$ cat src/source/fpu_macros.svh
`ifndef FPU_MACROS_SVH
`define FPU_MACROS_SVH

// Datapath and register file sizes
`define FPU_XLEN  32
`define FPU_NREGS 32

// CSR addresses
`define FPU_CSR_FFLAGS 12'h001
`define FPU_CSR_FRM    12'h002
`define FPU_CSR_FCSR   12'h003

`define FPU_CANON_NAN 32'h7FC00000

`endif

$ cat src/source/fpu_pkg.sv
`include "fpu_macros.svh"

package fpu_pkg;

  // ~~~~~~~~~~~~~~~~~~~~~~~~~~~~~~~~~~~~~~~~
  // Encodings
  // ~~~~~~~~~~~~~~~~~~~~~~~~~~~~~~~~~~~~~~~~

  typedef enum logic [6:0] {
    OPC_OP_FP = 7'b1010011
  } fp_opcode_e;

  typedef enum logic [3:0] {
    OP_NONE,
    OP_FSGNJ,
    OP_FSGNJN,
    OP_FSGNJX,
    OP_FMIN,
    OP_FMAX,
    OP_FEQ,
    OP_FLT,
    OP_FLE,
    OP_FCLASS,
    OP_FMV_X_W,
    OP_FMV_W_X
  } fp_op_e;

  // ~~~~~~~~~~~~~~~~~~~~~~~~~~~~~~~~~~~~~~~~
  // Stage structs
  // ~~~~~~~~~~~~~~~~~~~~~~~~~~~~~~~~~~~~~~~~

  typedef struct packed {
    fp_op_e     op;
    logic [4:0] rd;
    logic [4:0] rs1;
    logic [4:0] rs2;
    logic       fwren;   // Writes an f register
    logic       wren;    // Integer result
    logic       frden1;
    logic       frden2;
    logic       valid;
  } fp_decode_t;

  typedef struct packed {
    logic                 wren;
    logic [4:0]           waddr;
    logic [`FPU_XLEN-1:0] wdata;
  } fp_fwd_src_t;

  typedef struct packed {
    logic                 valid;
    logic                 fwren;
    logic                 wren;
    logic [4:0]           rd;
    logic [`FPU_XLEN-1:0] data;
    logic                 fpu;     // Accrue fflags
    logic [4:0]           fflags;  // NV DZ OF UF NX
  } fp_result_t;

  typedef struct packed {
    logic                 cwren;
    logic [11:0]          cwaddr;
    logic [`FPU_XLEN-1:0] cdata;
  } fp_csr_write_t;

endpackage

$ cat src/source/fpu_decode.sv
`timescale 1ns/1ps

module fpu_decode (
  input  logic [31:0]         instr_i,
  output fpu_pkg::fp_decode_t decode_o
);
  import fpu_pkg::*;

  logic [6:0] opcode;
  logic [6:0] funct7;
  logic [2:0] funct3;
  logic [4:0] rs2;
  fp_decode_t dec;

  assign opcode = instr_i[6:0];
  assign funct3 = instr_i[14:12];
  assign rs2    = instr_i[24:20];
  assign funct7 = instr_i[31:25];

  always_comb begin
    dec     = '0;
    dec.op  = OP_NONE;
    dec.rd  = instr_i[11:7];
    dec.rs1 = instr_i[19:15];
    dec.rs2 = rs2;

    // ~~~~~~~~~~~~~~~~~~~~~~~~~~~~~~~~~~~~~~~~
    // Operation select
    // ~~~~~~~~~~~~~~~~~~~~~~~~~~~~~~~~~~~~~~~~
    if (opcode == OPC_OP_FP) begin
      case (funct7)
        7'b0010000: begin  // Sign injection
          case (funct3)
            3'b000:  dec.op = OP_FSGNJ;
            3'b001:  dec.op = OP_FSGNJN;
            3'b010:  dec.op = OP_FSGNJX;
            default: dec.op = OP_NONE;
          endcase
        end
        7'b0010100: begin
          case (funct3)
            3'b000:  dec.op = OP_FMIN;
            3'b001:  dec.op = OP_FMAX;
            default: dec.op = OP_NONE;
          endcase
        end
        7'b1010000: begin
          case (funct3)
            3'b010:  dec.op = OP_FEQ;
            3'b001:  dec.op = OP_FLT;
            3'b000:  dec.op = OP_FLE;
            default: dec.op = OP_NONE;
          endcase
        end
        7'b1110000: begin
          if (rs2 == 5'd0 && funct3 == 3'b000) dec.op = OP_FMV_X_W;
          if (rs2 == 5'd0 && funct3 == 3'b001) dec.op = OP_FCLASS;
        end
        7'b1111000: begin
          if (rs2 == 5'd0 && funct3 == 3'b000) dec.op = OP_FMV_W_X;
        end
        default: dec.op = OP_NONE;  // Arithmetic and conversions too
      endcase
    end

    // Enables follow from the operation
    case (dec.op)
      OP_FSGNJ, OP_FSGNJN, OP_FSGNJX, OP_FMIN, OP_FMAX: begin
        dec.fwren  = 1'b1;
        dec.frden1 = 1'b1;
        dec.frden2 = 1'b1;
      end
      OP_FEQ, OP_FLT, OP_FLE: begin
        dec.wren   = 1'b1;
        dec.frden1 = 1'b1;
        dec.frden2 = 1'b1;
      end
      OP_FCLASS, OP_FMV_X_W: begin
        dec.wren   = 1'b1;
        dec.frden1 = 1'b1;
      end
      OP_FMV_W_X: dec.fwren = 1'b1;  // Source is int_data
      default: ;
    endcase

    dec.valid = (dec.op != OP_NONE);
  end

  assign decode_o = dec;

endmodule

$ cat src/source/fpu_register.sv
`timescale 1ns/1ps
`include "fpu_macros.svh"

module fpu_register (
  input  logic                  clock,
  input  logic                  reset,
  input  logic [4:0]            raddr1_i,
  input  logic [4:0]            raddr2_i,
  input  fpu_pkg::fp_fwd_src_t  write_i,
  output logic [`FPU_XLEN-1:0]  rdata1_o,
  output logic [`FPU_XLEN-1:0]  rdata2_o
);
  logic [`FPU_XLEN-1:0] regs [0:`FPU_NREGS-1] = '{default: '0};
  logic [4:0]           raddr1_q;
  logic [4:0]           raddr2_q;

  always_ff @(posedge clock) begin
    if (reset) begin
      raddr1_q <= 5'd0;
      raddr2_q <= 5'd0;
    end else begin
      raddr1_q <= raddr1_i;
      raddr2_q <= raddr2_i;
    end
    if (write_i.wren) regs[write_i.waddr] <= write_i.wdata;
  end

  // Write and address update share an edge, so reads see new data
  assign rdata1_o = regs[raddr1_q];
  assign rdata2_o = regs[raddr2_q];

endmodule

$ cat src/source/fpu_forwarding.sv
`timescale 1ns/1ps
`include "fpu_macros.svh"

module fpu_forwarding (
  input  logic                  rden1_i,
  input  logic                  rden2_i,
  input  logic [4:0]            raddr1_i,
  input  logic [4:0]            raddr2_i,
  input  logic [`FPU_XLEN-1:0]  rdata1_i,
  input  logic [`FPU_XLEN-1:0]  rdata2_i,
  input  fpu_pkg::fp_fwd_src_t  mem_i,
  input  fpu_pkg::fp_fwd_src_t  wb_i,
  output logic [`FPU_XLEN-1:0]  data1_o,
  output logic [`FPU_XLEN-1:0]  data2_o
);
  import fpu_pkg::*;

  function automatic logic [`FPU_XLEN-1:0] pick(
    input logic                 rden,
    input logic [4:0]           raddr,
    input logic [`FPU_XLEN-1:0] rdata,
    input fp_fwd_src_t          mem,
    input fp_fwd_src_t          wb
  );
    logic [`FPU_XLEN-1:0] res;
    res = '0;
    if (rden) begin
      // Youngest producer wins
      if (mem.wren && mem.waddr == raddr) begin
        res = mem.wdata;
      end else if (wb.wren && wb.waddr == raddr) begin
        res = wb.wdata;
      end else begin
        res = rdata;
      end
    end
    return res;
  endfunction

  assign data1_o = pick(rden1_i, raddr1_i, rdata1_i, mem_i, wb_i);
  assign data2_o = pick(rden2_i, raddr2_i, rdata2_i, mem_i, wb_i);

endmodule

$ cat src/source/fpu_csr.sv
`timescale 1ns/1ps
`include "fpu_macros.svh"

module fpu_csr (
  input  logic                   clock,
  input  logic                   reset,
  input  fpu_pkg::fp_csr_write_t csr_wr_i,
  input  logic                   csr_rden_i,
  input  logic [11:0]            csr_raddr_i,
  input  fpu_pkg::fp_result_t    accrue_i,
  output logic [`FPU_XLEN-1:0]   csr_rdata_o,
  output logic                   csr_ready_o
);
  import fpu_pkg::*;

  logic [2:0] frm;
  logic [4:0] fflags;
  logic [2:0] frm_next;
  logic [4:0] fflags_next;
  logic       accrue;

  assign accrue = accrue_i.valid && accrue_i.fpu;

  always_comb begin
    frm_next    = frm;
    fflags_next = fflags;
    if (csr_wr_i.cwren) begin
      case (csr_wr_i.cwaddr)
        `FPU_CSR_FFLAGS: fflags_next = csr_wr_i.cdata[4:0];
        `FPU_CSR_FRM:    frm_next = csr_wr_i.cdata[2:0];
        `FPU_CSR_FCSR: begin
          fflags_next = csr_wr_i.cdata[4:0];
          frm_next    = csr_wr_i.cdata[7:5];
        end
        default: ;
      endcase
    end
    if (accrue) fflags_next = fflags_next | accrue_i.fflags;  // Sticky on top of write
  end

  always_ff @(posedge clock) begin
    if (reset) begin
      frm    <= 3'd0;
      fflags <= 5'd0;
    end else begin
      frm    <= frm_next;
      fflags <= fflags_next;
    end
  end

  always_comb begin
    csr_rdata_o = '0;
    csr_ready_o = 1'b0;
    if (csr_rden_i) begin
      csr_ready_o = 1'b1;
      case (csr_raddr_i)
        `FPU_CSR_FFLAGS: csr_rdata_o = {27'd0, fflags};
        `FPU_CSR_FRM:    csr_rdata_o = {29'd0, frm};
        `FPU_CSR_FCSR:   csr_rdata_o = {24'd0, frm, fflags};
        default:         csr_ready_o = 1'b0;
      endcase
    end
  end

  // Flag updates only arrive with a valid result
  a_no_stray_accrue: assert property (@(posedge clock) disable iff (reset)
    accrue_i.fpu |-> accrue_i.valid);

endmodule

$ cat src/source/fpu_execute.sv
`timescale 1ns/1ps
`include "fpu_macros.svh"

module fpu_execute (
  input  fpu_pkg::fp_decode_t  op_data_i,
  input  logic                 valid_i,
  input  logic [`FPU_XLEN-1:0] data1_i,
  input  logic [`FPU_XLEN-1:0] data2_i,
  input  logic [`FPU_XLEN-1:0] int_data_i,
  output fpu_pkg::fp_result_t  result_o
);
  import fpu_pkg::*;

  // One-hot RISC-V class, bit 8 sNaN, bit 9 qNaN
  function automatic logic [9:0] fp_class(input logic [31:0] x);
    logic       sgn;
    logic [7:0] exp;
    logic [22:0] man;
    logic [9:0] cls;
    sgn = x[31];
    exp = x[30:23];
    man = x[22:0];
    cls = '0;
    if (&exp) begin
      if (man == '0) cls[sgn ? 0 : 7] = 1'b1;
      else if (man[22]) cls[9] = 1'b1;
      else cls[8] = 1'b1;
    end else if (exp == '0) begin
      if (man == '0) cls[sgn ? 3 : 4] = 1'b1;
      else cls[sgn ? 2 : 5] = 1'b1;
    end else begin
      cls[sgn ? 1 : 6] = 1'b1;
    end
    return cls;
  endfunction

  logic [9:0]           cls1;
  logic [9:0]           cls2;
  logic                 nan1;
  logic                 nan2;
  logic                 snan;
  logic                 both_zero;
  logic                 lt_raw;  // Total order, -0 below +0
  logic                 feq;
  logic                 flt;
  logic [`FPU_XLEN-1:0] res;
  logic                 nv;
  logic                 upd_flags;

  assign cls1      = fp_class(data1_i);
  assign cls2      = fp_class(data2_i);
  assign nan1      = cls1[8] | cls1[9];
  assign nan2      = cls2[8] | cls2[9];
  assign snan      = cls1[8] | cls2[8];
  assign both_zero = (data1_i[30:0] == '0) && (data2_i[30:0] == '0);

  always_comb begin
    if (data1_i[31] != data2_i[31]) lt_raw = data1_i[31];
    else if (!data1_i[31]) lt_raw = data1_i[30:0] < data2_i[30:0];
    else lt_raw = data1_i[30:0] > data2_i[30:0];
  end

  assign feq = !nan1 && !nan2 && ((data1_i == data2_i) || both_zero);
  assign flt = !nan1 && !nan2 && lt_raw && !both_zero;

  always_comb begin
    res       = '0;
    nv        = 1'b0;
    upd_flags = 1'b0;
    case (op_data_i.op)
      OP_FSGNJ:  res = {data2_i[31], data1_i[30:0]};
      OP_FSGNJN: res = {~data2_i[31], data1_i[30:0]};
      OP_FSGNJX: res = {data1_i[31] ^ data2_i[31], data1_i[30:0]};
      OP_FMIN, OP_FMAX: begin
        upd_flags = 1'b1;
        nv        = snan;
        if (nan1 && nan2) res = `FPU_CANON_NAN;
        else if (nan1) res = data2_i;
        else if (nan2) res = data1_i;
        else if (op_data_i.op == OP_FMIN) res = lt_raw ? data1_i : data2_i;
        else res = lt_raw ? data2_i : data1_i;
      end
      OP_FEQ: begin
        upd_flags = 1'b1;
        nv        = snan;
        res       = {31'd0, feq};
      end
      OP_FLT, OP_FLE: begin
        upd_flags = 1'b1;
        nv        = nan1 | nan2;  // Signaling compares
        res       = {31'd0, flt | (op_data_i.op == OP_FLE && feq)};
      end
      OP_FCLASS:  res = {22'd0, cls1};
      OP_FMV_X_W: res = data1_i;
      OP_FMV_W_X: res = int_data_i;
      default: ;
    endcase
  end

  assign result_o.valid  = valid_i;
  assign result_o.fwren  = valid_i & op_data_i.fwren;
  assign result_o.wren   = valid_i & op_data_i.wren;
  assign result_o.rd     = op_data_i.rd;
  assign result_o.data   = res;
  assign result_o.fpu    = valid_i & upd_flags;
  assign result_o.fflags = {nv, 4'b0000};

  // Decoder must never ask for both destinations
  always_comb begin
    if (valid_i) assert (!(result_o.fwren && result_o.wren));
  end

endmodule

$ cat src/source/fpu_top.sv
`timescale 1ns/1ps
`include "fpu_macros.svh"

module fpu_top (
  input  logic                   clock,
  input  logic                   reset,
  input  logic                   instr_valid_i,
  input  logic [31:0]            instr_i,
  input  logic [31:0]            int_data_i,
  input  fpu_pkg::fp_csr_write_t csr_wr_i,
  input  logic                   csr_rden_i,
  input  logic [11:0]            csr_raddr_i,
  output logic [`FPU_XLEN-1:0]   csr_rdata_o,
  output logic                   csr_ready_o,
  output fpu_pkg::fp_result_t    wb_o,
  output logic                   illegal_o
);
  import fpu_pkg::*;

  fp_decode_t           dec;
  fp_decode_t           iss_dec;   // Issue stage payload
  logic [31:0]          iss_int;
  logic                 iss_valid;
  logic                 illegal_q;
  fp_result_t           ex_res;
  fp_result_t           ex_q;      // Execute-output stage
  fp_result_t           wb_q;
  fp_fwd_src_t          mem_src;
  fp_fwd_src_t          wb_src;
  logic [`FPU_XLEN-1:0] rdata1;
  logic [`FPU_XLEN-1:0] rdata2;
  logic [`FPU_XLEN-1:0] op1;
  logic [`FPU_XLEN-1:0] op2;

  fpu_decode fpu_decode_inst (.instr_i(instr_i), .decode_o(dec));

  // ~~~~~~~~~~~~~~~~~~~~~~~~~~~~~~~~~~~~~~~~
  // Pipeline registers
  // ~~~~~~~~~~~~~~~~~~~~~~~~~~~~~~~~~~~~~~~~
  always_ff @(posedge clock) begin
    iss_dec <= dec;
    iss_int <= int_data_i;
    ex_q    <= ex_res;
    wb_q    <= ex_q;
    if (reset) begin
      iss_valid  <= 1'b0;
      illegal_q  <= 1'b0;
      ex_q.valid <= 1'b0;
      wb_q.valid <= 1'b0;
    end else begin
      iss_valid <= instr_valid_i & dec.valid;
      illegal_q <= instr_valid_i & ~dec.valid;
    end
  end

  assign mem_src = '{wren: ex_q.valid & ex_q.fwren, waddr: ex_q.rd, wdata: ex_q.data};
  assign wb_src  = '{wren: wb_q.valid & wb_q.fwren, waddr: wb_q.rd, wdata: wb_q.data};

  fpu_register fpu_register_inst (
    .clock    (clock),
    .reset    (reset),
    .raddr1_i (dec.rs1),  // Latched on the issue edge
    .raddr2_i (dec.rs2),
    .write_i  (wb_src),
    .rdata1_o (rdata1),
    .rdata2_o (rdata2)
  );

  fpu_forwarding fpu_forwarding_inst (
    .rden1_i  (iss_dec.frden1),
    .rden2_i  (iss_dec.frden2),
    .raddr1_i (iss_dec.rs1),
    .raddr2_i (iss_dec.rs2),
    .rdata1_i (rdata1),
    .rdata2_i (rdata2),
    .mem_i    (mem_src),
    .wb_i     (wb_src),
    .data1_o  (op1),
    .data2_o  (op2)
  );

  fpu_execute fpu_execute_inst (
    .op_data_i  (iss_dec),
    .valid_i    (iss_valid),
    .data1_i    (op1),
    .data2_i    (op2),
    .int_data_i (iss_int),
    .result_o   (ex_res)
  );

  fpu_csr fpu_csr_inst (
    .clock       (clock),
    .reset       (reset),
    .csr_wr_i    (csr_wr_i),
    .csr_rden_i  (csr_rden_i),
    .csr_raddr_i (csr_raddr_i),
    .accrue_i    (wb_q),
    .csr_rdata_o (csr_rdata_o),
    .csr_ready_o (csr_ready_o)
  );

  assign wb_o      = wb_q;
  assign illegal_o = illegal_q;

  // An illegal instruction leaves its own writeback slot empty
  a_illegal_no_wb: assert property (@(posedge clock) disable iff (reset)
    wb_o.valid |-> !$past(illegal_o, 2));

endmodule

$ cat config.mk
export PLATFORM = sky130hd
export DESIGN_NAME = fpu_top
export DESIGN_NICKNAME = d
export VERILOG_FILES = /design/src/source/fpu_pkg.sv /design/src/source/fpu_decode.sv /design/src/source/fpu_register.sv /design/src/source/fpu_forwarding.sv /design/src/source/fpu_csr.sv /design/src/source/fpu_execute.sv /design/src/source/fpu_top.sv
export VERILOG_INCLUDE_DIRS = /design/src /design/src/source
export SDC_FILE = /design/constraint.sdc
export NUM_CORES = 2
export LEC_CHECK = 0
export BUFFER_PORTS_ARGS = -buffer_cell sky130_fd_sc_hd__clkbuf_2
export CAP_MARGIN = 20
export CORE_MARGIN = 2
export CORE_UTILIZATION = 62
export DETAILED_ROUTE_END_ITERATION = 6
export GPL_TIMING_DRIVEN = 0
export PLACE_DENSITY = 0.8
export SETUP_SLACK_MARGIN = 0.1
export SLEW_MARGIN = 0
export SYNTH_ARGS = -nofsm -noshare
export SYNTH_HDL_FRONTEND = slang
export SYNTH_SLANG_ARGS = --single-unit
$ cat constraint.sdc
create_clock -name clock -period 7.75 [get_ports clock]
set_clock_uncertainty 0.1 [all_clocks]
set_input_delay 0.3875 -clock clock [delete_from_list [all_inputs] [get_ports clock]]
set_output_delay 0.3875 -clock clock [all_outputs]
set_load 0.05 [all_outputs]
==> impl_metrics.xml <==
<?xml version="1.0" encoding="UTF-8"?>
<metrics>
  <group name="synth">
    <metric name="yosysUniqueCellTypes" unit="">82</metric>
    <metric name="asyncSetResetFlopFracSynth" unit="%">0</metric>
    <metric name="synth.yosys.seq_area_share" unit="%">61.8</metric>
    <metric name="main_area_contributors_after_synthesis" unit="">edfxtp_1 56%, mux4_2 21%, dfxtp_1 5.8%</metric>
    <metric name="synth_common_cells" unit="">1024 x edfxtp_1, 507 x mux4_2, 159 x dfxtp_1</metric>
    <metric name="yosys_most_used_dff" unit="">edfxtp_1</metric>
    <metric name="synth_warnings" unit="">0</metric>
    <metric name="yosysTopAreaCell" unit="">edfxtp_1</metric>
    <metric name="synth_top_area_share" unit="%">56.0</metric>
    <metric name="synth.most_common_cell" unit="">edfxtp_1</metric>
    <metric name="mappedNetlistArea" unit="mm^2">0.0549</metric>
    <metric name="number_of_synthesized_register_bits" unit="">1183</metric>
    <metric name="synthCells" unit="">3170</metric>
    <metric name="postSynthAreaPerCell" unit="um^2">17.3</metric>
    <metric name="count_of_flip_flops_with_a_built_in_enable_after_synthesis" unit="">1024</metric>
  </group>
  <group name="finish">
    <metric name="flow.area_growth_from_synthesis" unit="%">18.2</metric>
    <metric name="layout.cell_area.non_filler" unit="mm^2">0.0649</metric>
    <metric name="filler_cell_count" unit="">5063</metric>
    <metric name="layout-drive-gt1-share" unit="%">32.5</metric>
    <metric name="layout.cells.non_filler" unit="">4921</metric>
    <metric name="final_net_count" unit="">3801</metric>
    <metric name="finish.utilization" unit="%">73.7</metric>
  </group>
  <group name="floorplanning">
    <metric name="die_w" unit="um">302</metric>
    <metric name="design.die.area" unit="mm^2">0.0910</metric>
    <metric name="top_level_ports" unit="">205</metric>
    <metric name="core_region_area" unit="mm^2">0.0881</metric>
    <metric name="die_outline_height" unit="um">302</metric>
    <metric name="placement_row_count" unit="">109</metric>
    <metric name="initial_core_util" unit="%">62.3</metric>
  </group>
  <group name="grt">
    <metric name="antenna_found_initial" unit="">12</metric>
    <metric name="global_route_wire_length_before_repair" unit="um">303000</metric>
    <metric name="grt_pass1_vias" unit="">38900</metric>
    <metric name="grt-ovfl-total" unit="">0</metric>
    <metric name="grt_start_max_net_pins" unit="">37</metric>
    <metric name="grt_total_usage" unit="%">49.5</metric>
  </group>
  <group name="sta">
    <metric name="timing.final.crit_share" unit="%">98.4</metric>
    <metric name="setup_ws" unit="ns">0.126</metric>
    <metric name="relSlewSlack" unit="%">-7.75</metric>
    <metric name="final.min_clock_period" unit="ns">7.62</metric>
    <metric name="setup_viol_count_final" unit="">0</metric>
    <metric name="timing.fmax" unit="GHz">0.131</metric>
    <metric name="final-max-slew-violation-count" unit="">3</metric>
    <metric name="tns" unit="ns">0</metric>
    <metric name="hold-worst-slack" unit="ns">0.0202</metric>
    <metric name="rsz0062_at_grt" unit="">false</metric>
    <metric name="final_hold_viol_count" unit="">0</metric>
    <metric name="worstMarginPinSlew" unit="ns">1.60</metric>
  </group>
  <group name="cts">
    <metric name="worst_skew_pair.late_latency" unit="ns">0.75</metric>
    <metric name="htree_levels" unit="">3</metric>
    <metric name="clk_transition_reported_paths" unit="ns">0.07</metric>
    <metric name="cts_made_buffers" unit="">116</metric>
    <metric name="clock_sink_count" unit="">1183</metric>
    <metric name="clock_tree.buffer_depth" unit="">3</metric>
    <metric name="cts_root_buffer" unit="">clkbuf_16</metric>
    <metric name="cts_tree" unit="">yes</metric>
  </group>
  <group name="place">
    <metric name="placement.io_buffers" unit="">150</metric>
    <metric name="total_placed_cells_including_tap_cells" unit="">4605</metric>
    <metric name="placed_area" unit="mm^2">0.0594</metric>
    <metric name="half_perimeter_wire_length_after_placement" unit="um">150000</metric>
    <metric name="routabilityCongestion" unit="">0.994</metric>
    <metric name="preCtsSetupSlack" unit="ns">-1.01</metric>
  </group>
  <group name="worst_hold_path">
    <metric name="hold_class" unit="">in2reg</metric>
  </group>
  <group name="worst_setup_path">
    <metric name="crit_family" unit="">buffers and inverters</metric>
    <metric name="critical_path.slowest_cell" unit="">clkbuf_2</metric>
    <metric name="worstSetupPathType" unit="">reg2reg</metric>
    <metric name="timing.critical_path.mode_cell" unit="">buf_2</metric>
    <metric name="critPathMaxStageDelay" unit="ns">0.62</metric>
    <metric name="worstPathRequired" unit="ns">8.27</metric>
    <metric name="critPathArrivalTime" unit="ns">8.14</metric>
    <metric name="critical_path_cell_by_cell" unit="">buf_2 -&gt; buf_2 -&gt; clkbuf_2 -&gt; buf_2 -&gt; mux2i_1 -&gt; mux4_2 -&gt; a211oi_1 -&gt; a31oi_1 -&gt; inv_1 -&gt; ha_1 -&gt; nand3_1 -&gt; or4_1 -&gt; or4_1 -&gt; a221o_1 -&gt; or3_4 -&gt; nand4_4 -&gt; buf_6 -&gt; nor2_1 -&gt; o31ai_4</metric>
    <metric name="worst_setup_path_start_kind" unit="">flip-flop</metric>
    <metric name="critical_path_peak_fanout" unit="">10</metric>
    <metric name="cp_endpoint_kind" unit="">flip-flop</metric>
    <metric name="path_buf_inv" unit="">6</metric>
  </group>
  <group name="routing">
    <metric name="drt_drc_violations_left" unit="">11</metric>
    <metric name="initialDrtViolationCount" unit="">8321</metric>
    <metric name="post_drt_wl_per_cell" unit="um">45.7</metric>
    <metric name="vias_per_cell" unit="">8.16</metric>
    <metric name="finalWirelength" unit="um">225000</metric>
    <metric name="ant_nets" unit="">0</metric>
    <metric name="drtPass1Iterations" unit="">7</metric>
    <metric name="detailroute.via_count" unit="">40200</metric>
  </group>
  <group name="outcome">
    <metric name="run_status" unit="">complete, but fails checks</metric>
    <metric name="violated_checks" unit="">design-rule violations, max-capacitance violations, max-slew violations</metric>
  </group>
  <group name="power">
    <metric name="post-layout-total-power" unit="mW">13.5</metric>
    <metric name="internal-power" unit="mW">10.4</metric>
    <metric name="power.net_switching" unit="mW">3.12</metric>
    <metric name="ir_worst_vdd" unit="V">0.000229</metric>
    <metric name="combPwrFrac" unit="%">5.7</metric>
    <metric name="power.density_cell_area" unit="mW/mm^2">208</metric>
    <metric name="power_frac_seq" unit="%">50.8</metric>
    <metric name="p_leak" unit="nW">18.6</metric>
    <metric name="clock_power_share" unit="%">43.5</metric>
    <metric name="netSwitchingFraction" unit="%">23.1</metric>
  </group>
  <group name="run">
    <metric name="cap_violations" unit="">1</metric>
  </group>
</metrics>
power groups by stage:
stage | registers, mW | logic, mW | clock network (mW)
floorplan | 6.98 | 0.380 | 0
global placement | 6.98 | 0.644 | 0
detailed placement | 6.99 | 0.671 | 0
CTS | 6.85 | 0.701 | 5.79
global route | 6.85 | 0.758 | 6.03
finish | 6.85 | 0.766 | 5.86
final cells by class:
type	count	area, um^2	share of cell area (%)
tap	1165	1460	2.25
sequential	1183	33900	52.3
inverter	35	131	0.202
timing repair buffer	338	4020	6.19
multi-input combinational	1737	19900	30.7
buffer	238	1480	2.28
antenna	11	27.5	0.0424
clock inverter	59	589	0.908
clock buffer	155	3310	5.10
per-layer routing:
metal	up-vias	GRT usage, %	routed length, um
met5	-	2.33	407
met4	18	37.5	22500
met3	1411	24.0	39900
met2	4662	69.3	95100
met1	19800	59.2	67000
li1	14300	-	-
final timing paths:
path               start          end  slack, ns  depth (start not counted)
max            flip-flop     ex_q[13]       0.13                         19
min           instr_i[2]  iss_dec[21]       0.02                          5
min reg2reg  iss_dec[16]     ex_q[39]       0.21                          0
max reg2reg    flip-flop     ex_q[13]       0.13                         19
worst min-delay path: stages:
cell      delay (ns)
clkbuf_2        0.08
nor2_1          0.03
nand3_1         0.08
a21oi_1         0.06
and2_1          0.17
sequential cells by signal (all words and copies together) (netlist names), named ones only:
name and flops:
ex_q 42, fpu_csr_inst.fflags 5, fpu_csr_inst.frm 3, fpu_register_inst.regs 1024, illegal_o 1, iss_dec 23, iss_int 32, iss_valid 1
wb_o 42
placed cells by master (no fill, tap or decap), drive strengths merged, types with 62 or more instances in the layout:
cell | netlist | routed
a21oi | 62 | 62
a22oi | 76 | 76
buf | 174 | 279
clkbuf | 68 | 387
dfxtp | 159 | 159
dlygate4sd3 | 0 | 65
edfxtp | 1024 | 1024
mux2i | 137 | 137
mux4 | 507 | 507
nand2 | 123 | 123
nand3 | 63 | 63
nor2 | 137 | 137
o22ai | 107 | 107
timing repair:
action | in CTS | in global routing
hold endpoints to repair | 72 | 0
cloned | 0 | 0
hold buffers | 65 | 0
buffers inserted | 0 | 2
endpoints found under the setup margin | 31 | 31
pin swaps | 1 | 5
gates resized for setup | 34 | 40
logic make-up (layout without fill, tap and decap cells):
family / after synthesis / count (layout) / synth area share (%)
multiplexers: 653 / 653 / 23.5
XOR/XNOR: 27 / 27 / 0.431
other: 1 / 39 / 0.00683
flip-flops: 1183 / 1183 / 61.8
AO/OA/AOI/OAI: 454 / 454 / 5.73
adder cells (fa/ha/maj): 30 / 30 / 0.670
buffers and inverters: 277 / 825 / 2.76
AND/OR/NAND/NOR: 545 / 545 / 5.13
(Power assumes the default switching activity.)
